File: src/rtl/bmd_pkg.sv
// Bus-master DMA endpoint package with TLP field codes, register map, structs and FSM states
`default_nettype none

package bmd_pkg;

    typedef logic [31:0] dw_t;
    typedef logic [63:0] qw_t;
    typedef logic [39:0] dma_addr_t;
    typedef logic [9:0]  tlp_len_t;  // In DWs
    typedef logic [2:0]  reg_idx_t;  // Address bits 4:2
    typedef logic [15:0] req_id_t;

    // fmt[1:0] followed by type[4:0]
    localparam logic [6:0] FMT_MRD3 = 7'b00_00000;
    localparam logic [6:0] FMT_MWR3 = 7'b10_00000;
    localparam logic [6:0] FMT_MWR4 = 7'b11_00000;
    localparam logic [6:0] FMT_CPLD = 7'b10_01010;

    localparam reg_idx_t REG_CTRL    = 3'd0;
    localparam reg_idx_t REG_ADDR_LO = 3'd1;
    localparam reg_idx_t REG_ADDR_HI = 3'd2;
    localparam reg_idx_t REG_TLP_LEN = 3'd3;
    localparam reg_idx_t REG_TLP_CNT = 3'd4;
    localparam reg_idx_t REG_STATUS  = 3'd5;

    typedef struct packed {
        logic sof;
        logic eof;
        logic valid;
        qw_t  data;
    } tlp_beat_t;

    typedef struct packed {
        logic     valid;
        reg_idx_t idx;
        dw_t      data;
    } reg_wr_t;

    typedef struct packed {
        req_id_t    rid;
        logic [7:0] tag;
        logic [2:0] tc;
        logic [1:0] attr;
        logic [6:0] lower_addr;
        reg_idx_t   idx;
    } cpl_req_t;

    typedef struct packed {
        dma_addr_t   base;
        logic [7:0]  len_qw;
        logic [15:0] tlp_cnt;
    } dma_cfg_t;

    typedef struct packed {
        dma_addr_t   addr;
        logic [7:0]  len_qw;
        logic [15:0] buf_ofs;  // Frame-buffer word of the first qword
    } dma_req_t;

    typedef enum logic [1:0] {RX_IDLE, RX_BODY, RX_DRAIN} rx_state_e;

    typedef enum logic [2:0] {
        TX_IDLE, TX_CPL_HDR, TX_CPL_DAT, TX_MWR_HDR0, TX_MWR_HDR1, TX_MWR_FETCH, TX_MWR_DATA
    } tx_state_e;

    typedef enum logic [1:0] {DMA_IDLE, DMA_ARMED, DMA_ISSUE, DMA_WAIT_DONE} dma_state_e;

endpackage

`default_nettype wire
File: src/rtl/bmd_endpoint.sv
// Bus-master DMA endpoint top joining the receive, register, DMA and transmit blocks
`timescale 1ns/1ps
`default_nettype none

module bmd_endpoint #(
    parameter int XY_ADDR_W = 10
) (
    input  logic                 clk,
    input  logic                 rst_n,
    input  bmd_pkg::tlp_beat_t   rx_i,
    output logic                 rx_dst_rdy_o,
    output bmd_pkg::tlp_beat_t   tx_o,
    input  logic                 tx_dst_rdy_i,
    input  bmd_pkg::req_id_t     completer_id_i,
    output logic [XY_ADDR_W-1:0] xy_buf_addr_o,
    input  bmd_pkg::qw_t         xy_buf_dat_i,
    input  logic                 timeframe_end_rise_i
);

    bmd_pkg::reg_wr_t  reg_wr;
    bmd_pkg::cpl_req_t cpl_req;
    logic              cpl_pend;
    logic              cpl_done;
    bmd_pkg::dw_t      rd_data;
    bmd_pkg::dma_cfg_t dma_cfg;
    logic              dma_start;
    logic              dma_stop;
    logic              dma_armed;
    logic              dma_busy;
    logic [15:0]       frames_done;
    logic              mwr_start;
    logic              mwr_done;
    bmd_pkg::dma_req_t mwr_req;

    bmd_rx_engine rx_engine_i (
        .clk          (clk),
        .rst_n        (rst_n),
        .rx_i         (rx_i),
        .cpl_done_i   (cpl_done),
        .rx_dst_rdy_o (rx_dst_rdy_o),
        .reg_wr_o     (reg_wr),
        .cpl_req_o    (cpl_req),
        .cpl_pend_o   (cpl_pend)
    );

    bmd_ep_regs ep_regs_i (
        .clk           (clk),
        .rst_n         (rst_n),
        .reg_wr_i      (reg_wr),
        .rd_idx_i      (cpl_req.idx),  // Read index follows the pending request
        .dma_armed_i   (dma_armed),
        .dma_busy_i    (dma_busy),
        .frames_done_i (frames_done),
        .rd_data_o     (rd_data),
        .dma_cfg_o     (dma_cfg),
        .dma_start_o   (dma_start),
        .dma_stop_o    (dma_stop)
    );

    bmd_wdma_ctrl #(.XY_ADDR_W(XY_ADDR_W)) wdma_ctrl_i (
        .clk                  (clk),
        .rst_n                (rst_n),
        .dma_cfg_i            (dma_cfg),
        .dma_start_i          (dma_start),
        .dma_stop_i           (dma_stop),
        .timeframe_end_rise_i (timeframe_end_rise_i),
        .mwr_done_i           (mwr_done),
        .mwr_start_o          (mwr_start),
        .mwr_req_o            (mwr_req),
        .dma_armed_o          (dma_armed),
        .dma_busy_o           (dma_busy),
        .frames_done_o        (frames_done)
    );

    bmd_tx_engine #(.XY_ADDR_W(XY_ADDR_W)) tx_engine_i (
        .clk            (clk),
        .rst_n          (rst_n),
        .tx_dst_rdy_i   (tx_dst_rdy_i),
        .completer_id_i (completer_id_i),
        .cpl_pend_i     (cpl_pend),
        .cpl_req_i      (cpl_req),
        .rd_data_i      (rd_data),
        .mwr_start_i    (mwr_start),
        .mwr_req_i      (mwr_req),
        .xy_buf_dat_i   (xy_buf_dat_i),
        .tx_o           (tx_o),
        .cpl_done_o     (cpl_done),
        .mwr_done_o     (mwr_done),
        .xy_buf_addr_o  (xy_buf_addr_o)
    );

endmodule

`default_nettype wire

File: src/rtl/bmd_tx_engine.sv
// Transmit engine that builds completions and 4DW write TLPs onto one stream
`timescale 1ns/1ps
`default_nettype none

module bmd_tx_engine #(
    parameter int XY_ADDR_W = 10
) (
    input  logic                 clk,
    input  logic                 rst_n,
    input  logic                 tx_dst_rdy_i,
    input  bmd_pkg::req_id_t     completer_id_i,
    input  logic                 cpl_pend_i,
    input  bmd_pkg::cpl_req_t    cpl_req_i,
    input  bmd_pkg::dw_t         rd_data_i,
    input  logic                 mwr_start_i,
    input  bmd_pkg::dma_req_t    mwr_req_i,
    input  bmd_pkg::qw_t         xy_buf_dat_i,
    output bmd_pkg::tlp_beat_t   tx_o,
    output logic                 cpl_done_o,
    output logic                 mwr_done_o,
    output logic [XY_ADDR_W-1:0] xy_buf_addr_o
);

    bmd_pkg::tx_state_e state_q;
    bmd_pkg::qw_t       hdr_q;
    bmd_pkg::dma_req_t  req_q;
    logic               mwr_pend_q;
    logic [7:0]         qw_cnt_q;
    logic               last_qw;
    bmd_pkg::tlp_len_t  mwr_len;
    bmd_pkg::dw_t       cpl_dw0;
    bmd_pkg::dw_t       cpl_dw1;
    bmd_pkg::dw_t       cpl_dw2;
    bmd_pkg::dw_t       mwr_dw0;
    bmd_pkg::dw_t       mwr_dw1;

    assign last_qw = qw_cnt_q == req_q.len_qw - 8'd1;
    assign mwr_len = {1'b0, req_q.len_qw, 1'b0};  // Two DWs per qword

    assign cpl_dw0 = {1'b0, bmd_pkg::FMT_CPLD, 1'b0, cpl_req_i.tc, 6'h00, cpl_req_i.attr,
                      2'b00, 10'd1};
    assign cpl_dw1 = {completer_id_i, 3'b000, 1'b0, 12'd4};  // Status SC, 4 bytes
    assign cpl_dw2 = {cpl_req_i.rid, cpl_req_i.tag, 1'b0, cpl_req_i.lower_addr};
    assign mwr_dw0 = {1'b0, bmd_pkg::FMT_MWR4, 14'h0, mwr_len};
    assign mwr_dw1 = {completer_id_i, 8'h00, 8'hff};  // Tag 0, all byte enables

    assign xy_buf_addr_o = XY_ADDR_W'(req_q.buf_ofs) + XY_ADDR_W'(qw_cnt_q);
    assign cpl_done_o    = state_q == bmd_pkg::TX_CPL_DAT && tx_dst_rdy_i;
    assign mwr_done_o    = state_q == bmd_pkg::TX_MWR_DATA && tx_dst_rdy_i && last_qw;

    // Payload comes straight from the buffer, which holds while the address holds
    always_comb begin
        tx_o.sof   = state_q == bmd_pkg::TX_CPL_HDR || state_q == bmd_pkg::TX_MWR_HDR0;
        tx_o.eof   = state_q == bmd_pkg::TX_CPL_DAT || (state_q == bmd_pkg::TX_MWR_DATA && last_qw);
        tx_o.valid = state_q != bmd_pkg::TX_IDLE && state_q != bmd_pkg::TX_MWR_FETCH;
        tx_o.data  = state_q == bmd_pkg::TX_MWR_DATA ? xy_buf_dat_i : hdr_q;
    end

    always_ff @(posedge clk) begin
        if (!rst_n) begin
            state_q    <= bmd_pkg::TX_IDLE;
            mwr_pend_q <= 1'b0;
        end else begin
            if (mwr_start_i) begin
                mwr_pend_q <= 1'b1;
            end
            case (state_q)
                bmd_pkg::TX_IDLE: begin
                    if (cpl_pend_i) begin
                        state_q <= bmd_pkg::TX_CPL_HDR;  // Completion first
                    end else if (mwr_pend_q) begin
                        mwr_pend_q <= 1'b0;
                        state_q    <= bmd_pkg::TX_MWR_HDR0;
                    end
                end
                bmd_pkg::TX_CPL_HDR: if (tx_dst_rdy_i) state_q <= bmd_pkg::TX_CPL_DAT;
                bmd_pkg::TX_CPL_DAT: if (tx_dst_rdy_i) state_q <= bmd_pkg::TX_IDLE;
                bmd_pkg::TX_MWR_HDR0: if (tx_dst_rdy_i) state_q <= bmd_pkg::TX_MWR_HDR1;
                bmd_pkg::TX_MWR_HDR1: if (tx_dst_rdy_i) state_q <= bmd_pkg::TX_MWR_FETCH;
                bmd_pkg::TX_MWR_FETCH: state_q <= bmd_pkg::TX_MWR_DATA;
                default: begin
                    if (tx_dst_rdy_i) begin
                        state_q <= last_qw ? bmd_pkg::TX_IDLE : bmd_pkg::TX_MWR_FETCH;
                    end
                end
            endcase
        end
    end

    always_ff @(posedge clk) begin
        if (mwr_start_i) begin
            req_q <= mwr_req_i;
        end
        if (state_q == bmd_pkg::TX_IDLE) begin
            hdr_q    <= cpl_pend_i ? {cpl_dw0, cpl_dw1} : {mwr_dw0, mwr_dw1};
            qw_cnt_q <= '0;
        end
        if (state_q == bmd_pkg::TX_CPL_HDR && tx_dst_rdy_i) begin
            hdr_q <= {cpl_dw2, rd_data_i};  // Register data sampled here
        end
        if (state_q == bmd_pkg::TX_MWR_HDR0 && tx_dst_rdy_i) begin
            hdr_q <= {24'h0, req_q.addr[39:32], req_q.addr[31:2], 2'b00};
        end
        if (state_q == bmd_pkg::TX_MWR_DATA && tx_dst_rdy_i) begin
            qw_cnt_q <= qw_cnt_q + 8'd1;
        end
    end

    // Holds across the frame-buffer read as well
    stall_stable_a: assert property (@(posedge clk) disable iff (!rst_n)
        tx_o.valid && !tx_dst_rdy_i |=> $stable(tx_o));

endmodule

`default_nettype wire

File: src/rtl/bmd_wdma_ctrl.sv
// DMA frame controller that issues one frame of write TLPs per time-frame edge
`timescale 1ns/1ps
`default_nettype none

module bmd_wdma_ctrl #(
    parameter int XY_ADDR_W = 10
) (
    input  logic              clk,
    input  logic              rst_n,
    input  bmd_pkg::dma_cfg_t dma_cfg_i,
    input  logic              dma_start_i,
    input  logic              dma_stop_i,
    input  logic              timeframe_end_rise_i,
    input  logic              mwr_done_i,
    output logic              mwr_start_o,
    output bmd_pkg::dma_req_t mwr_req_o,
    output logic              dma_armed_o,
    output logic              dma_busy_o,
    output logic [15:0]       frames_done_o
);

    bmd_pkg::dma_state_e  state_q;
    bmd_pkg::dma_addr_t   addr_q;
    logic [XY_ADDR_W-1:0] ofs_q;
    logic [7:0]           len_q;
    logic [15:0]          cnt_q;
    logic [15:0]          tlp_idx_q;
    logic                 stop_pend_q;
    logic                 frame_go;
    logic                 last_tlp;

    assign frame_go    = state_q == bmd_pkg::DMA_ARMED && timeframe_end_rise_i && !dma_stop_i
                         && dma_cfg_i.tlp_cnt != 16'd0;
    assign last_tlp    = tlp_idx_q == cnt_q - 16'd1;
    assign mwr_start_o = state_q == bmd_pkg::DMA_ISSUE;
    assign dma_armed_o = state_q != bmd_pkg::DMA_IDLE;
    assign dma_busy_o  = state_q == bmd_pkg::DMA_ISSUE || state_q == bmd_pkg::DMA_WAIT_DONE;

    assign mwr_req_o = '{addr: addr_q, len_qw: len_q, buf_ofs: 16'(ofs_q)};

    always_ff @(posedge clk) begin
        if (!rst_n) begin
            state_q       <= bmd_pkg::DMA_IDLE;
            stop_pend_q   <= 1'b0;
            frames_done_o <= '0;
        end else begin
            if (dma_stop_i && dma_busy_o) begin
                stop_pend_q <= 1'b1;  // Honoured at the end of the frame
            end
            case (state_q)
                bmd_pkg::DMA_IDLE: begin
                    if (dma_start_i) begin
                        state_q <= bmd_pkg::DMA_ARMED;
                    end
                end
                bmd_pkg::DMA_ARMED: begin
                    if (dma_stop_i) begin
                        state_q <= bmd_pkg::DMA_IDLE;
                    end else if (frame_go) begin
                        state_q <= bmd_pkg::DMA_ISSUE;
                    end
                end
                bmd_pkg::DMA_ISSUE: state_q <= bmd_pkg::DMA_WAIT_DONE;
                default: begin
                    if (mwr_done_i && !last_tlp) begin
                        state_q <= bmd_pkg::DMA_ISSUE;
                    end else if (mwr_done_i) begin
                        frames_done_o <= frames_done_o + 16'd1;
                        stop_pend_q   <= 1'b0;
                        state_q <= (stop_pend_q || dma_stop_i) ? bmd_pkg::DMA_IDLE
                                                               : bmd_pkg::DMA_ARMED;
                    end
                end
            endcase
        end
    end

    // Frame snapshot and per-TLP stepping
    always_ff @(posedge clk) begin
        if (frame_go) begin
            addr_q    <= dma_cfg_i.base;
            ofs_q     <= '0;
            len_q     <= dma_cfg_i.len_qw;
            cnt_q     <= dma_cfg_i.tlp_cnt;
            tlp_idx_q <= '0;
        end else if (state_q == bmd_pkg::DMA_WAIT_DONE && mwr_done_i) begin
            addr_q    <= addr_q + bmd_pkg::dma_addr_t'({len_q, 3'b000});  // Len x 8 bytes
            ofs_q     <= ofs_q + XY_ADDR_W'(len_q);
            tlp_idx_q <= tlp_idx_q + 16'd1;
        end
    end

    // A write TLP can only finish while one is outstanding
    one_outstanding_a: assert property (@(posedge clk) disable iff (!rst_n)
        mwr_done_i |-> state_q == bmd_pkg::DMA_WAIT_DONE);

endmodule

`default_nettype wire

File: src/rtl/bmd_ep_regs.sv
// Endpoint register file holding the DMA configuration and giving start and stop pulses
`timescale 1ns/1ps
`default_nettype none

module bmd_ep_regs (
    input  logic              clk,
    input  logic              rst_n,
    input  bmd_pkg::reg_wr_t  reg_wr_i,
    input  bmd_pkg::reg_idx_t rd_idx_i,
    input  logic              dma_armed_i,
    input  logic              dma_busy_i,
    input  logic [15:0]       frames_done_i,
    output bmd_pkg::dw_t      rd_data_o,
    output bmd_pkg::dma_cfg_t dma_cfg_o,
    output logic              dma_start_o,
    output logic              dma_stop_o
);

    bmd_pkg::dw_t addr_lo_q;
    logic [7:0]   addr_hi_q;
    logic [7:0]   tlp_len_q;
    logic [15:0]  tlp_cnt_q;
    logic         wr_ctrl;

    assign wr_ctrl = reg_wr_i.valid && reg_wr_i.idx == bmd_pkg::REG_CTRL;

    always_ff @(posedge clk) begin
        if (!rst_n) begin
            addr_lo_q   <= '0;
            addr_hi_q   <= '0;
            tlp_len_q   <= '0;
            tlp_cnt_q   <= '0;
            dma_start_o <= 1'b0;
            dma_stop_o  <= 1'b0;
        end else begin
            dma_start_o <= wr_ctrl && reg_wr_i.data[0];
            dma_stop_o  <= wr_ctrl && reg_wr_i.data[1];
            if (reg_wr_i.valid) begin
                case (reg_wr_i.idx)
                    bmd_pkg::REG_ADDR_LO: addr_lo_q <= reg_wr_i.data;
                    bmd_pkg::REG_ADDR_HI: addr_hi_q <= reg_wr_i.data[7:0];  // Bits 39:32
                    bmd_pkg::REG_TLP_LEN: tlp_len_q <= reg_wr_i.data[7:0];
                    bmd_pkg::REG_TLP_CNT: tlp_cnt_q <= reg_wr_i.data[15:0];
                    default: ;
                endcase
            end
        end
    end

    always_comb begin
        case (rd_idx_i)
            bmd_pkg::REG_ADDR_LO: rd_data_o = addr_lo_q;
            bmd_pkg::REG_ADDR_HI: rd_data_o = {24'h0, addr_hi_q};
            bmd_pkg::REG_TLP_LEN: rd_data_o = {24'h0, tlp_len_q};
            bmd_pkg::REG_TLP_CNT: rd_data_o = {16'h0, tlp_cnt_q};
            bmd_pkg::REG_STATUS:  rd_data_o = {frames_done_i, 14'h0, dma_busy_i, dma_armed_i};
            default:              rd_data_o = '0;  // Control is write-only
        endcase
    end

    assign dma_cfg_o = '{base: {addr_hi_q, addr_lo_q}, len_qw: tlp_len_q, tlp_cnt: tlp_cnt_q};

endmodule

`default_nettype wire

File: src/rtl/bmd_rx_engine.sv
// Receive engine that turns host TLPs into register writes and completion requests
`timescale 1ns/1ps
`default_nettype none

module bmd_rx_engine (
    input  logic               clk,
    input  logic               rst_n,
    input  bmd_pkg::tlp_beat_t rx_i,
    input  logic               cpl_done_i,
    output logic               rx_dst_rdy_o,
    output bmd_pkg::reg_wr_t   reg_wr_o,
    output bmd_pkg::cpl_req_t  cpl_req_o,
    output logic               cpl_pend_o
);

    bmd_pkg::rx_state_e state_q;
    logic [6:0]         fmt_type_q;
    bmd_pkg::tlp_len_t  len_q;
    logic               beat_acc;
    logic               body_eof;
    logic               is_wr1;
    logic               is_rd1;

    assign rx_dst_rdy_o = !cpl_pend_o;  // Hold off requests until the completion is out
    assign beat_acc     = rx_i.valid && rx_dst_rdy_o;
    assign body_eof     = beat_acc && state_q == bmd_pkg::RX_BODY && rx_i.eof;
    assign is_wr1       = fmt_type_q == bmd_pkg::FMT_MWR3 && len_q == 10'd1;
    assign is_rd1       = fmt_type_q == bmd_pkg::FMT_MRD3 && len_q == 10'd1;

    // Beat 1 of a 3DW write, address high and data low
    always_comb begin
        reg_wr_o.valid = body_eof && is_wr1;
        reg_wr_o.idx   = rx_i.data[36:34];
        reg_wr_o.data  = rx_i.data[31:0];
    end

    always_ff @(posedge clk) begin
        if (!rst_n) begin
            state_q    <= bmd_pkg::RX_IDLE;
            cpl_pend_o <= 1'b0;
        end else begin
            if (cpl_done_i) begin
                cpl_pend_o <= 1'b0;
            end
            if (beat_acc) begin
                case (state_q)
                    bmd_pkg::RX_IDLE: begin
                        if (rx_i.sof && !rx_i.eof) begin
                            state_q <= bmd_pkg::RX_BODY;
                        end
                    end
                    bmd_pkg::RX_BODY: begin
                        if (rx_i.eof && is_rd1) begin
                            cpl_pend_o <= 1'b1;
                        end
                        state_q <= rx_i.eof ? bmd_pkg::RX_IDLE : bmd_pkg::RX_DRAIN;
                    end
                    default: begin
                        if (rx_i.eof) begin
                            state_q <= bmd_pkg::RX_IDLE;
                        end
                    end
                endcase
            end
        end
    end

    always_ff @(posedge clk) begin
        if (beat_acc && state_q == bmd_pkg::RX_IDLE && rx_i.sof) begin
            fmt_type_q     <= rx_i.data[62:56];
            len_q          <= rx_i.data[41:32];
            cpl_req_o.tc   <= rx_i.data[54:52];
            cpl_req_o.attr <= rx_i.data[45:44];
            cpl_req_o.rid  <= rx_i.data[31:16];
            cpl_req_o.tag  <= rx_i.data[15:8];
        end
        if (beat_acc && state_q == bmd_pkg::RX_BODY) begin
            cpl_req_o.lower_addr <= rx_i.data[38:32];
            cpl_req_o.idx        <= rx_i.data[36:34];
        end
    end

    // Only a pending completion can be finished by the transmit side
    cpl_done_pend_a: assert property (@(posedge clk) disable iff (!rst_n)
        cpl_done_i |-> cpl_pend_o);

endmodule

`default_nettype wire

File: config.mk
export PLATFORM = sky130hd
export DESIGN_NAME = bmd_endpoint
export DESIGN_NICKNAME = d
export VERILOG_FILES = /design/src/rtl/bmd_pkg.sv /design/src/rtl/bmd_endpoint.sv /design/src/rtl/bmd_tx_engine.sv /design/src/rtl/bmd_wdma_ctrl.sv /design/src/rtl/bmd_ep_regs.sv /design/src/rtl/bmd_rx_engine.sv
export SDC_FILE = /design/constraint.sdc
export NUM_CORES = 1
export LEC_CHECK = 0
export BUFFER_PORTS_ARGS = -buffer_cell sky130_fd_sc_hd__clkbuf_2
export CAP_MARGIN = 30
export CORE_UTILIZATION = 55
export CTS_CLUSTER_SIZE = 8
export DETAILED_ROUTE_END_ITERATION = 7
export HOLD_SLACK_MARGIN = 0.06
export PLACE_DENSITY = 0.87
export RECOVER_POWER = 50
export SLEW_MARGIN = 10
export SYNTH_ARGS = -nofsm -noshare
export SYNTH_HDL_FRONTEND = slang
export SYNTH_SLANG_ARGS = --single-unit
export TNS_END_PERCENT = 50
File: constraint.sdc
create_clock -name clk -period 15.65 [get_ports clk]
set_clock_uncertainty 0.1 [all_clocks]
set_input_delay 3.13 -clock clk [delete_from_list [all_inputs] [get_ports clk]]
set_output_delay 3.13 -clock clk [all_outputs]
set_load 0.005 [all_outputs]
==> run summary, run 1 <==
Post-synth ARST share: 0
Area grow syn2layout: 16.49%
Failing checks: max-capacitance violations, max-slew violations
Max-slew headroom: -1.250
Most common cell after layout, fill and taps aside: edfxtp_1
Antenna violations before repair: 1
LEAKAGE: 7.395 nW
Count of cell types in the netlist: 74
CTS Buf Count: 51
I/O pins: 229
Fin. max-slew vios: 236
Period utilisation layout: 0.4402
DRC: 0
CTS sink count: 361
Hold-fix buffers at CTS: 0
Met3 Track Usage GR: 0.05499
H-tree depth: 2
Via count: 14040
Initial core utilization: 0.5596
Met1 Use GR: 0.3831
Maximum vdd drop: 0.09254 mV
Sequential share of the synthesized area: 0.5491
Layout cell share with drive strength beyond 1: 0.1870
Critical path startpoint category: primary input
Pre-CTS WS: 8.764 ns
# setup viols final: 0
Reg clk slew, reported paths: 0.05 ns
Global-route wire length before repair: 71.49 mm
Max Buffers Root-to-Sink: 3
Hpwl dp: 32.44 mm
GRT Max-Usage Layer: met2
Mean Syn Cell Area: 10.61 µm²
Main flop type after synthesis: edfxtp_1
TritonCTS clock tree: yes
WP data required: 12.42 ns
Final Hold Fails: 0
Synth Instances: 1613
Largest net degree at the start of global routing: 67
Power Density: 140.1 nW/µm²
Post-route setup TNS: 0 ns
EDFF count, synth: 217
Post-CTS setup buffer count: 0
Highest clock rate: 0.1452 GHz
Clock root buffer: clkbuf_16
Max Cap Viol: 5
Total track usage: 0.2930
CP Class: in2out
Commonest cells after routing, fill and taps aside: 217 x edfxtp_1, 207 x nand2_1, 187 x clkbuf_2, 144 x dfxtp_1, 115 x a21oi_1
Crit path max fanout: 1
Row count: 64
RSZ-0062 raised after global routing: no
Synth Cell Area: 17120 µm²
I/O Buffers: 218
Diodes inserted: 0
Slew @ Worst Pin: 3.376 ns
Pre-antenna DRT Iters: 6
Cts repair resizes: 0
Clk_lat worst skew: 0.57 ns
Grt total ovfl: 0
Core area: 30590 µm²
Syn Nets: 1796
Met2 Resource Use GR: 0.4679
Die W: 178.4 µm
Per-cell routed wire length: 21.07 µm
Fill cell total of the finished layout: 2225
Vias per cell: 6.234
Worst Hold Class: reg2reg
Post-route ant nets: 0
Fin crit period: 6.888 ns
Die area: 31830 µm²
FF+latch count, synth: 361
GP Congestion: 0.9562
Final WL: 47.44 mm
Worst setup EP type: output port
WHS: 0.3325 ns
Chip Height: 178.4 µm
Total Nets Final: 2000
Arrival time of the worst setup path: 3.66 ns
Synthesis Warnings: 0
Status: complete, but fails checks
Vias in the first global route: 13250
Setup slack after layout: 8.762 ns
DR iter-0 viols: 1818
==> stage by stage <==
| step | utilization | cell area (µm²) | power (W) | cells |
|---|---|---|---|---|
| after floorplan | - | 17120 | 0.001525 | 1613 |
| after global placement | 0.6048 | 18500 | 0.001752 | 2158 |
| after detailed placement | 0.6053 | 18520 | 0.001778 | 2160 |
| after CTS | 0.6542 | 20010 | 0.002793 | 2252 |
| after global routing | 0.6518 | 19940 | 0.002896 | 2252 |
| final | 0.6518 | 19940 | 0.002794 | 2252 |
==> registers in the layout (all words and copies together), names as in the netlist, 10 cells and up <==
register and flops:
rx_engine_i.len_q 10, wdma_ctrl_i.frames_done_o 16, tx_engine_i.req_q 48, wdma_ctrl_i.addr_q 38, ep_regs_i.addr_lo_q 32, ep_regs_i.tlp_cnt_q 16, rx_engine_i.cpl_req_o 36, tx_engine_i.hdr_q 64
wdma_ctrl_i.cnt_q 16, wdma_ctrl_i.ofs_q 10, wdma_ctrl_i.tlp_idx_q 16
==> synth_stat cells (5+ instances only) <==
| master | n | share of area |
|---|---|---|
| nor3_1 | 24 | 0.0070 |
| edfxtp_1 | 217 | 0.38 |
| or3_1 | 6 | 0.0022 |
| mux2_2 | 72 | 0.047 |
| mux2i_1 | 49 | 0.029 |
| and3_1 | 26 | 0.0095 |
| xor2_1 | 40 | 0.020 |
| nor2b_1 | 14 | 0.0051 |
| dfxtp_1 | 144 | 0.17 |
| nand3_1 | 59 | 0.017 |
| o311ai_1 | 5 | 0.0026 |
| a21oi_1 | 115 | 0.034 |
| nand4_1 | 15 | 0.0055 |
| a21o_1 | 7 | 0.0031 |
| clkbuf_1 | 76 | 0.017 |
| inv_1 | 39 | 0.0086 |
| o41ai_1 | 5 | 0.0026 |
| o21bai_1 | 7 | 0.0031 |
| nand2b_1 | 23 | 0.0084 |
| a31oi_1 | 9 | 0.0033 |
| nand3b_1 | 7 | 0.0031 |
| a22o_1 | 16 | 0.0082 |
| nand2_1 | 207 | 0.045 |
| and2_1 | 9 | 0.0033 |
| o211ai_1 | 9 | 0.0039 |
| xnor2_1 | 46 | 0.024 |
| o21ai_0 | 79 | 0.023 |
| a22oi_1 | 19 | 0.0083 |
| ha_1 | 29 | 0.021 |
| nor4_1 | 20 | 0.0073 |
| o22ai_1 | 18 | 0.0066 |
| nor2_1 | 114 | 0.025 |
| or4_1 | 6 | 0.0026 |
| and4_1 | 7 | 0.0036 |
==> critical path: stages <==
cell and delay [ns]:
clkbuf_2 0.09, mux2_2 0.31, clkbuf_2 0.13
==> cells by family (layout without fill, tap and decap cells) <==
family,Yosys count,in the layout,share of synthesized area
buf+inv,127,370,0.02960
simple gates,561,561,0.1593
mux,122,122,0.07668
fa+ha+maj,32,32,0.02471
xor+xnor,86,86,0.04401
compound gates,324,324,0.1166
flops,361,361,0.5491
==> layout make-up <==
| cell class | count | area (µm²) | area share |
|---|---|---|---|
| Clock buffer | 88 | 1436 | 0.07204 |
| Clock inverter | 4 | 60.06 | 0.003012 |
| Inverter | 41 | 153.9 | 0.007718 |
| Multi-Input combinational cell | 1125 | 7226 | 0.3624 |
| Sequential cell | 361 | 9399 | 0.4714 |
| Tap cell | 396 | 495.5 | 0.02485 |
| Timing Repair Buffer | 237 | 1169 | 0.05861 |
==> worst paths after layout <==
kind / from / endpoint / slack (ns) / cells after the start
max: xy_buf_dat_i[9] / tx_o[9] / 8.76 / 3
min: wdma_ctrl_i.addr_q[2]$_DFFE_PP_ / tx_engine_i.req_q[26]$_DFFE_PP_ / 0.33 / 0
max reg2reg: tx_engine_i.state_q[0]$_SDFFE_PN0P_ / tx_engine_i.hdr_q[12]$_DFFE_PP_ / 11.13 / 7
min reg2reg: wdma_ctrl_i.addr_q[2]$_DFFE_PP_ / tx_engine_i.req_q[26]$_DFFE_PP_ / 0.33 / 0
==> routing by layer <==
layer	share of wire	vias up	wire, µm
met5	0.00027	-	13
met4	0.044	2	2110
met3	0.11	165	5301
met2	0.46	938	21940
met1	0.38	6645	18080
li1	-	6288	-
==> where the power goes <==
part | internal, W | total (W) | leakage, nW | switching (W)
sequential | 0.00112 | 0.00118 | 3.10 | 0.0000586
combinational | 0.000246 | 0.000590 | 3.58 | 0.000344
clock | 0.000619 | 0.00102 | 0.710 | 0.000403
Power figures use the tool's default switching activity.
==> run 2: changes to the inputs <==
Settings changed: CORE_UTILIZATION 55 to 52, PLACE_DENSITY 0.87 to 0.86.
Clock period 15.65 ns to 6 ns, I/O delays scaled along.
==> run 2 against run 1 <==
The flow still finishes with violations (max-capacitance violations, max-slew violations). Sequential power increased to 2.6 times the previous value. Clock power increased to 2.6 times the previous value. Critical path depth increased by 2. Worst hold slack got worse by 0.013 ns. Cell count increased by 2.5%. Design area increased by 0.65%. Combinational power increased to 2.6 times the previous value. First-iteration DRC count decreased by 20%. Power increased to 2.6 times the previous value. Critical path type is now reg2reg.
==> run summary, run 2 (synthesis gave the netlist of run 1 again) <==
Global-route wire length before repair: 70.85 mm (-0.90%)
Largest registers: tx_engine_i.hdr_q x64, tx_engine_i.req_q x48, wdma_ctrl_i.addr_q x38
DRC: 0 (unchanged)
Number of flip-flops in the largest register: 64 (unchanged)
H-tree depth: 2 (unchanged)
Fill cell total of the finished layout: 2531 (+14%)
Chip Height: 183.4 µm (+2.8%)
Maximum vdd drop: 0.2535 mV (+170%)
DR iter-0 viols: 1463 (-20%)
CP Class: reg2reg
Diodes inserted: 0 (unchanged)
Largest net degree at the start of global routing: 58 (-13%)
Die area: 33650 µm² (+5.7%)
Post-route setup TNS: 0 ns (unchanged)
Reg clk slew, reported paths: 0.05 ns (about the same)
Initial core utilization: 0.5274 (-0.03214)
Fin crit period: 4.620 ns
I/O Buffers: 218 (unchanged)
Antenna violations before repair: 0 (-1)
Power Density: 362.3 nW/µm² (+160%)
Worst Hold Class: reg2reg
Grt total ovfl: 0 (unchanged)
Worst setup EP type: register
Core area: 32450 µm² (+6.1%)
TritonCTS clock tree: yes
Per-cell routed wire length: 20.09 µm (-4.6%)
RSZ-0062 raised after global routing: no
Period utilisation layout: 0.7699
Vias in the first global route: 13030 (-1.7%)
Max Buffers Root-to-Sink: 3 (unchanged)
Row count: 66 (+3.1%)
Hold-fix buffers at CTS: 0 (unchanged)
Final Hold Fails: 0 (unchanged)
Max Cap Viol: 4 (-1)
Die W: 183.4 µm (+2.8%)
Status: complete, but fails checks
WHS: 0.3191 ns (-0.01336 ns)
Fin. max-slew vios: 141 (-40%)
Slew @ Worst Pin: 3.538 ns (+0.1626 ns)
Cts repair resizes: 0 (unchanged)
Post-route ant nets: 0 (unchanged)
Final WL: 46.36 mm (-2.3%)
Vias per cell: 5.977 (-4.1%)
Arrival time of the worst setup path: 4.93 ns (+1.27 ns)
Total track usage: 0.2706 (-0.02236)
Biggest register: tx_engine_i.hdr_q
Via count: 13800 (-1.7%)
I/O pins: 229 (unchanged)
Post-CTS setup buffer count: 0 (unchanged)
Total Nets Final: 2008 (+0.40%)
Max-slew headroom: -1.359 (-0.1084)
Highest clock rate: 0.2165 GHz
Clk_lat worst skew: 0.58 ns (about the same)
Pre-antenna DRT Iters: 5 (-1)
WP data required: 6.31 ns (-6.11 ns)
Area grow syn2layout: 17.24%
Failing checks: max-capacitance violations, max-slew violations
GP Congestion: 0.9574 (+0.13%)
Most common cell after layout, fill and taps aside: edfxtp_1
# setup viols final: 0 (unchanged)
LEAKAGE: 7.419 nW (+0.33%)
Layout cell share with drive strength beyond 1: 0.1886 (+0.001678)
CTS Buf Count: 51 (unchanged)
Crit path max fanout: 40 (+39)
CTS sink count: 361 (unchanged)
Hpwl dp: 32.60 mm (+0.52%)
Commonest cells after routing, fill and taps aside: 217 x edfxtp_1, 206 x nand2_1, 185 x clkbuf_2, 144 x dfxtp_1, 115 x a21oi_1
Clock root buffer: clkbuf_16
Critical path startpoint category: register
[run 2: layout make-up]
type / instances / area [µm²] / area share
Sequential cell: 361 / 9399 / 0.4684
Timing Repair Buffer: 245 / 1226 / 0.06110
Clock inverter: 4 / 85.08 / 0.004240
Clock buffer: 90 / 1423 / 0.07089
Tap cell: 442 / 553.0 / 0.02756
Multi-Input combinational cell: 1125 / 7228 / 0.3602
Inverter: 41 / 153.9 / 0.007669
[run 2: path summary, 6_finish.rpt]
kind,start,to,slack [ns],depth (start not counted)
hold reg to reg,wdma_ctrl_i.addr_q[2]$_DFFE_PP_,tx_engine_i.req_q[26]$_DFFE_PP_,0.32,0
setup / recovery,tx_engine_i.state_q[1]$_SDFFE_PN0P_,tx_engine_i.hdr_q[9]$_DFFE_PP_,1.38,5
hold / removal,wdma_ctrl_i.addr_q[2]$_DFFE_PP_,tx_engine_i.req_q[26]$_DFFE_PP_,0.32,0
setup reg to reg,tx_engine_i.state_q[1]$_SDFFE_PN0P_,tx_engine_i.hdr_q[9]$_DFFE_PP_,1.38,5
[run 2: power breakdown]
part	switching [W]	total, W	internal (W)
registers	0.000151	0.00309	0.00294
clock network	0.00107	0.00267	0.00160
logic	0.000875	0.00152	0.000643
total	0.00209	0.00727	0.00518
[run 2: per-layer routing]
metal / up-vias / share of wire / track usage
met4: 0 / 0.029 / 0.09500
li1: 6315 / - / -
met2: 793 / 0.46 / 0.4308
met5: - / 0 / 0
met1: 6562 / 0.41 / 0.3731
met3: 125 / 0.10 / 0.04655
[run 2: worst max-delay path: stages, from the launching register on]
cell      delay, ns
dfxtp_1        0.32
clkbuf_1       1.55
clkinv_1       1.35
nor2_1         0.88
nand2_1        0.13
o21ai_0        0.11
[run 2: stage by stage]
| step | util | area (µm²) | setup slack, ns | instances | power (W) |
|---|---|---|---|---|---|
| 3_5_place_dp | 0.5740 | 18630 | 2.058 | 2212 | 0.004635 |
| 2_1_floorplan | - | 17120 | 1.382 | 1613 | 0.003977 |
| 5_1_grt | 0.6184 | 20070 | 1.107 | 2308 | 0.007539 |
| 4_1_cts | 0.6204 | 20140 | 1.656 | 2306 | 0.007282 |
| 6_report | 0.6184 | 20070 | 1.380 | 2308 | 0.007271 |
| 3_3_place_gp | 0.5740 | 18630 | 2.139 | 2212 | 0.004581 |
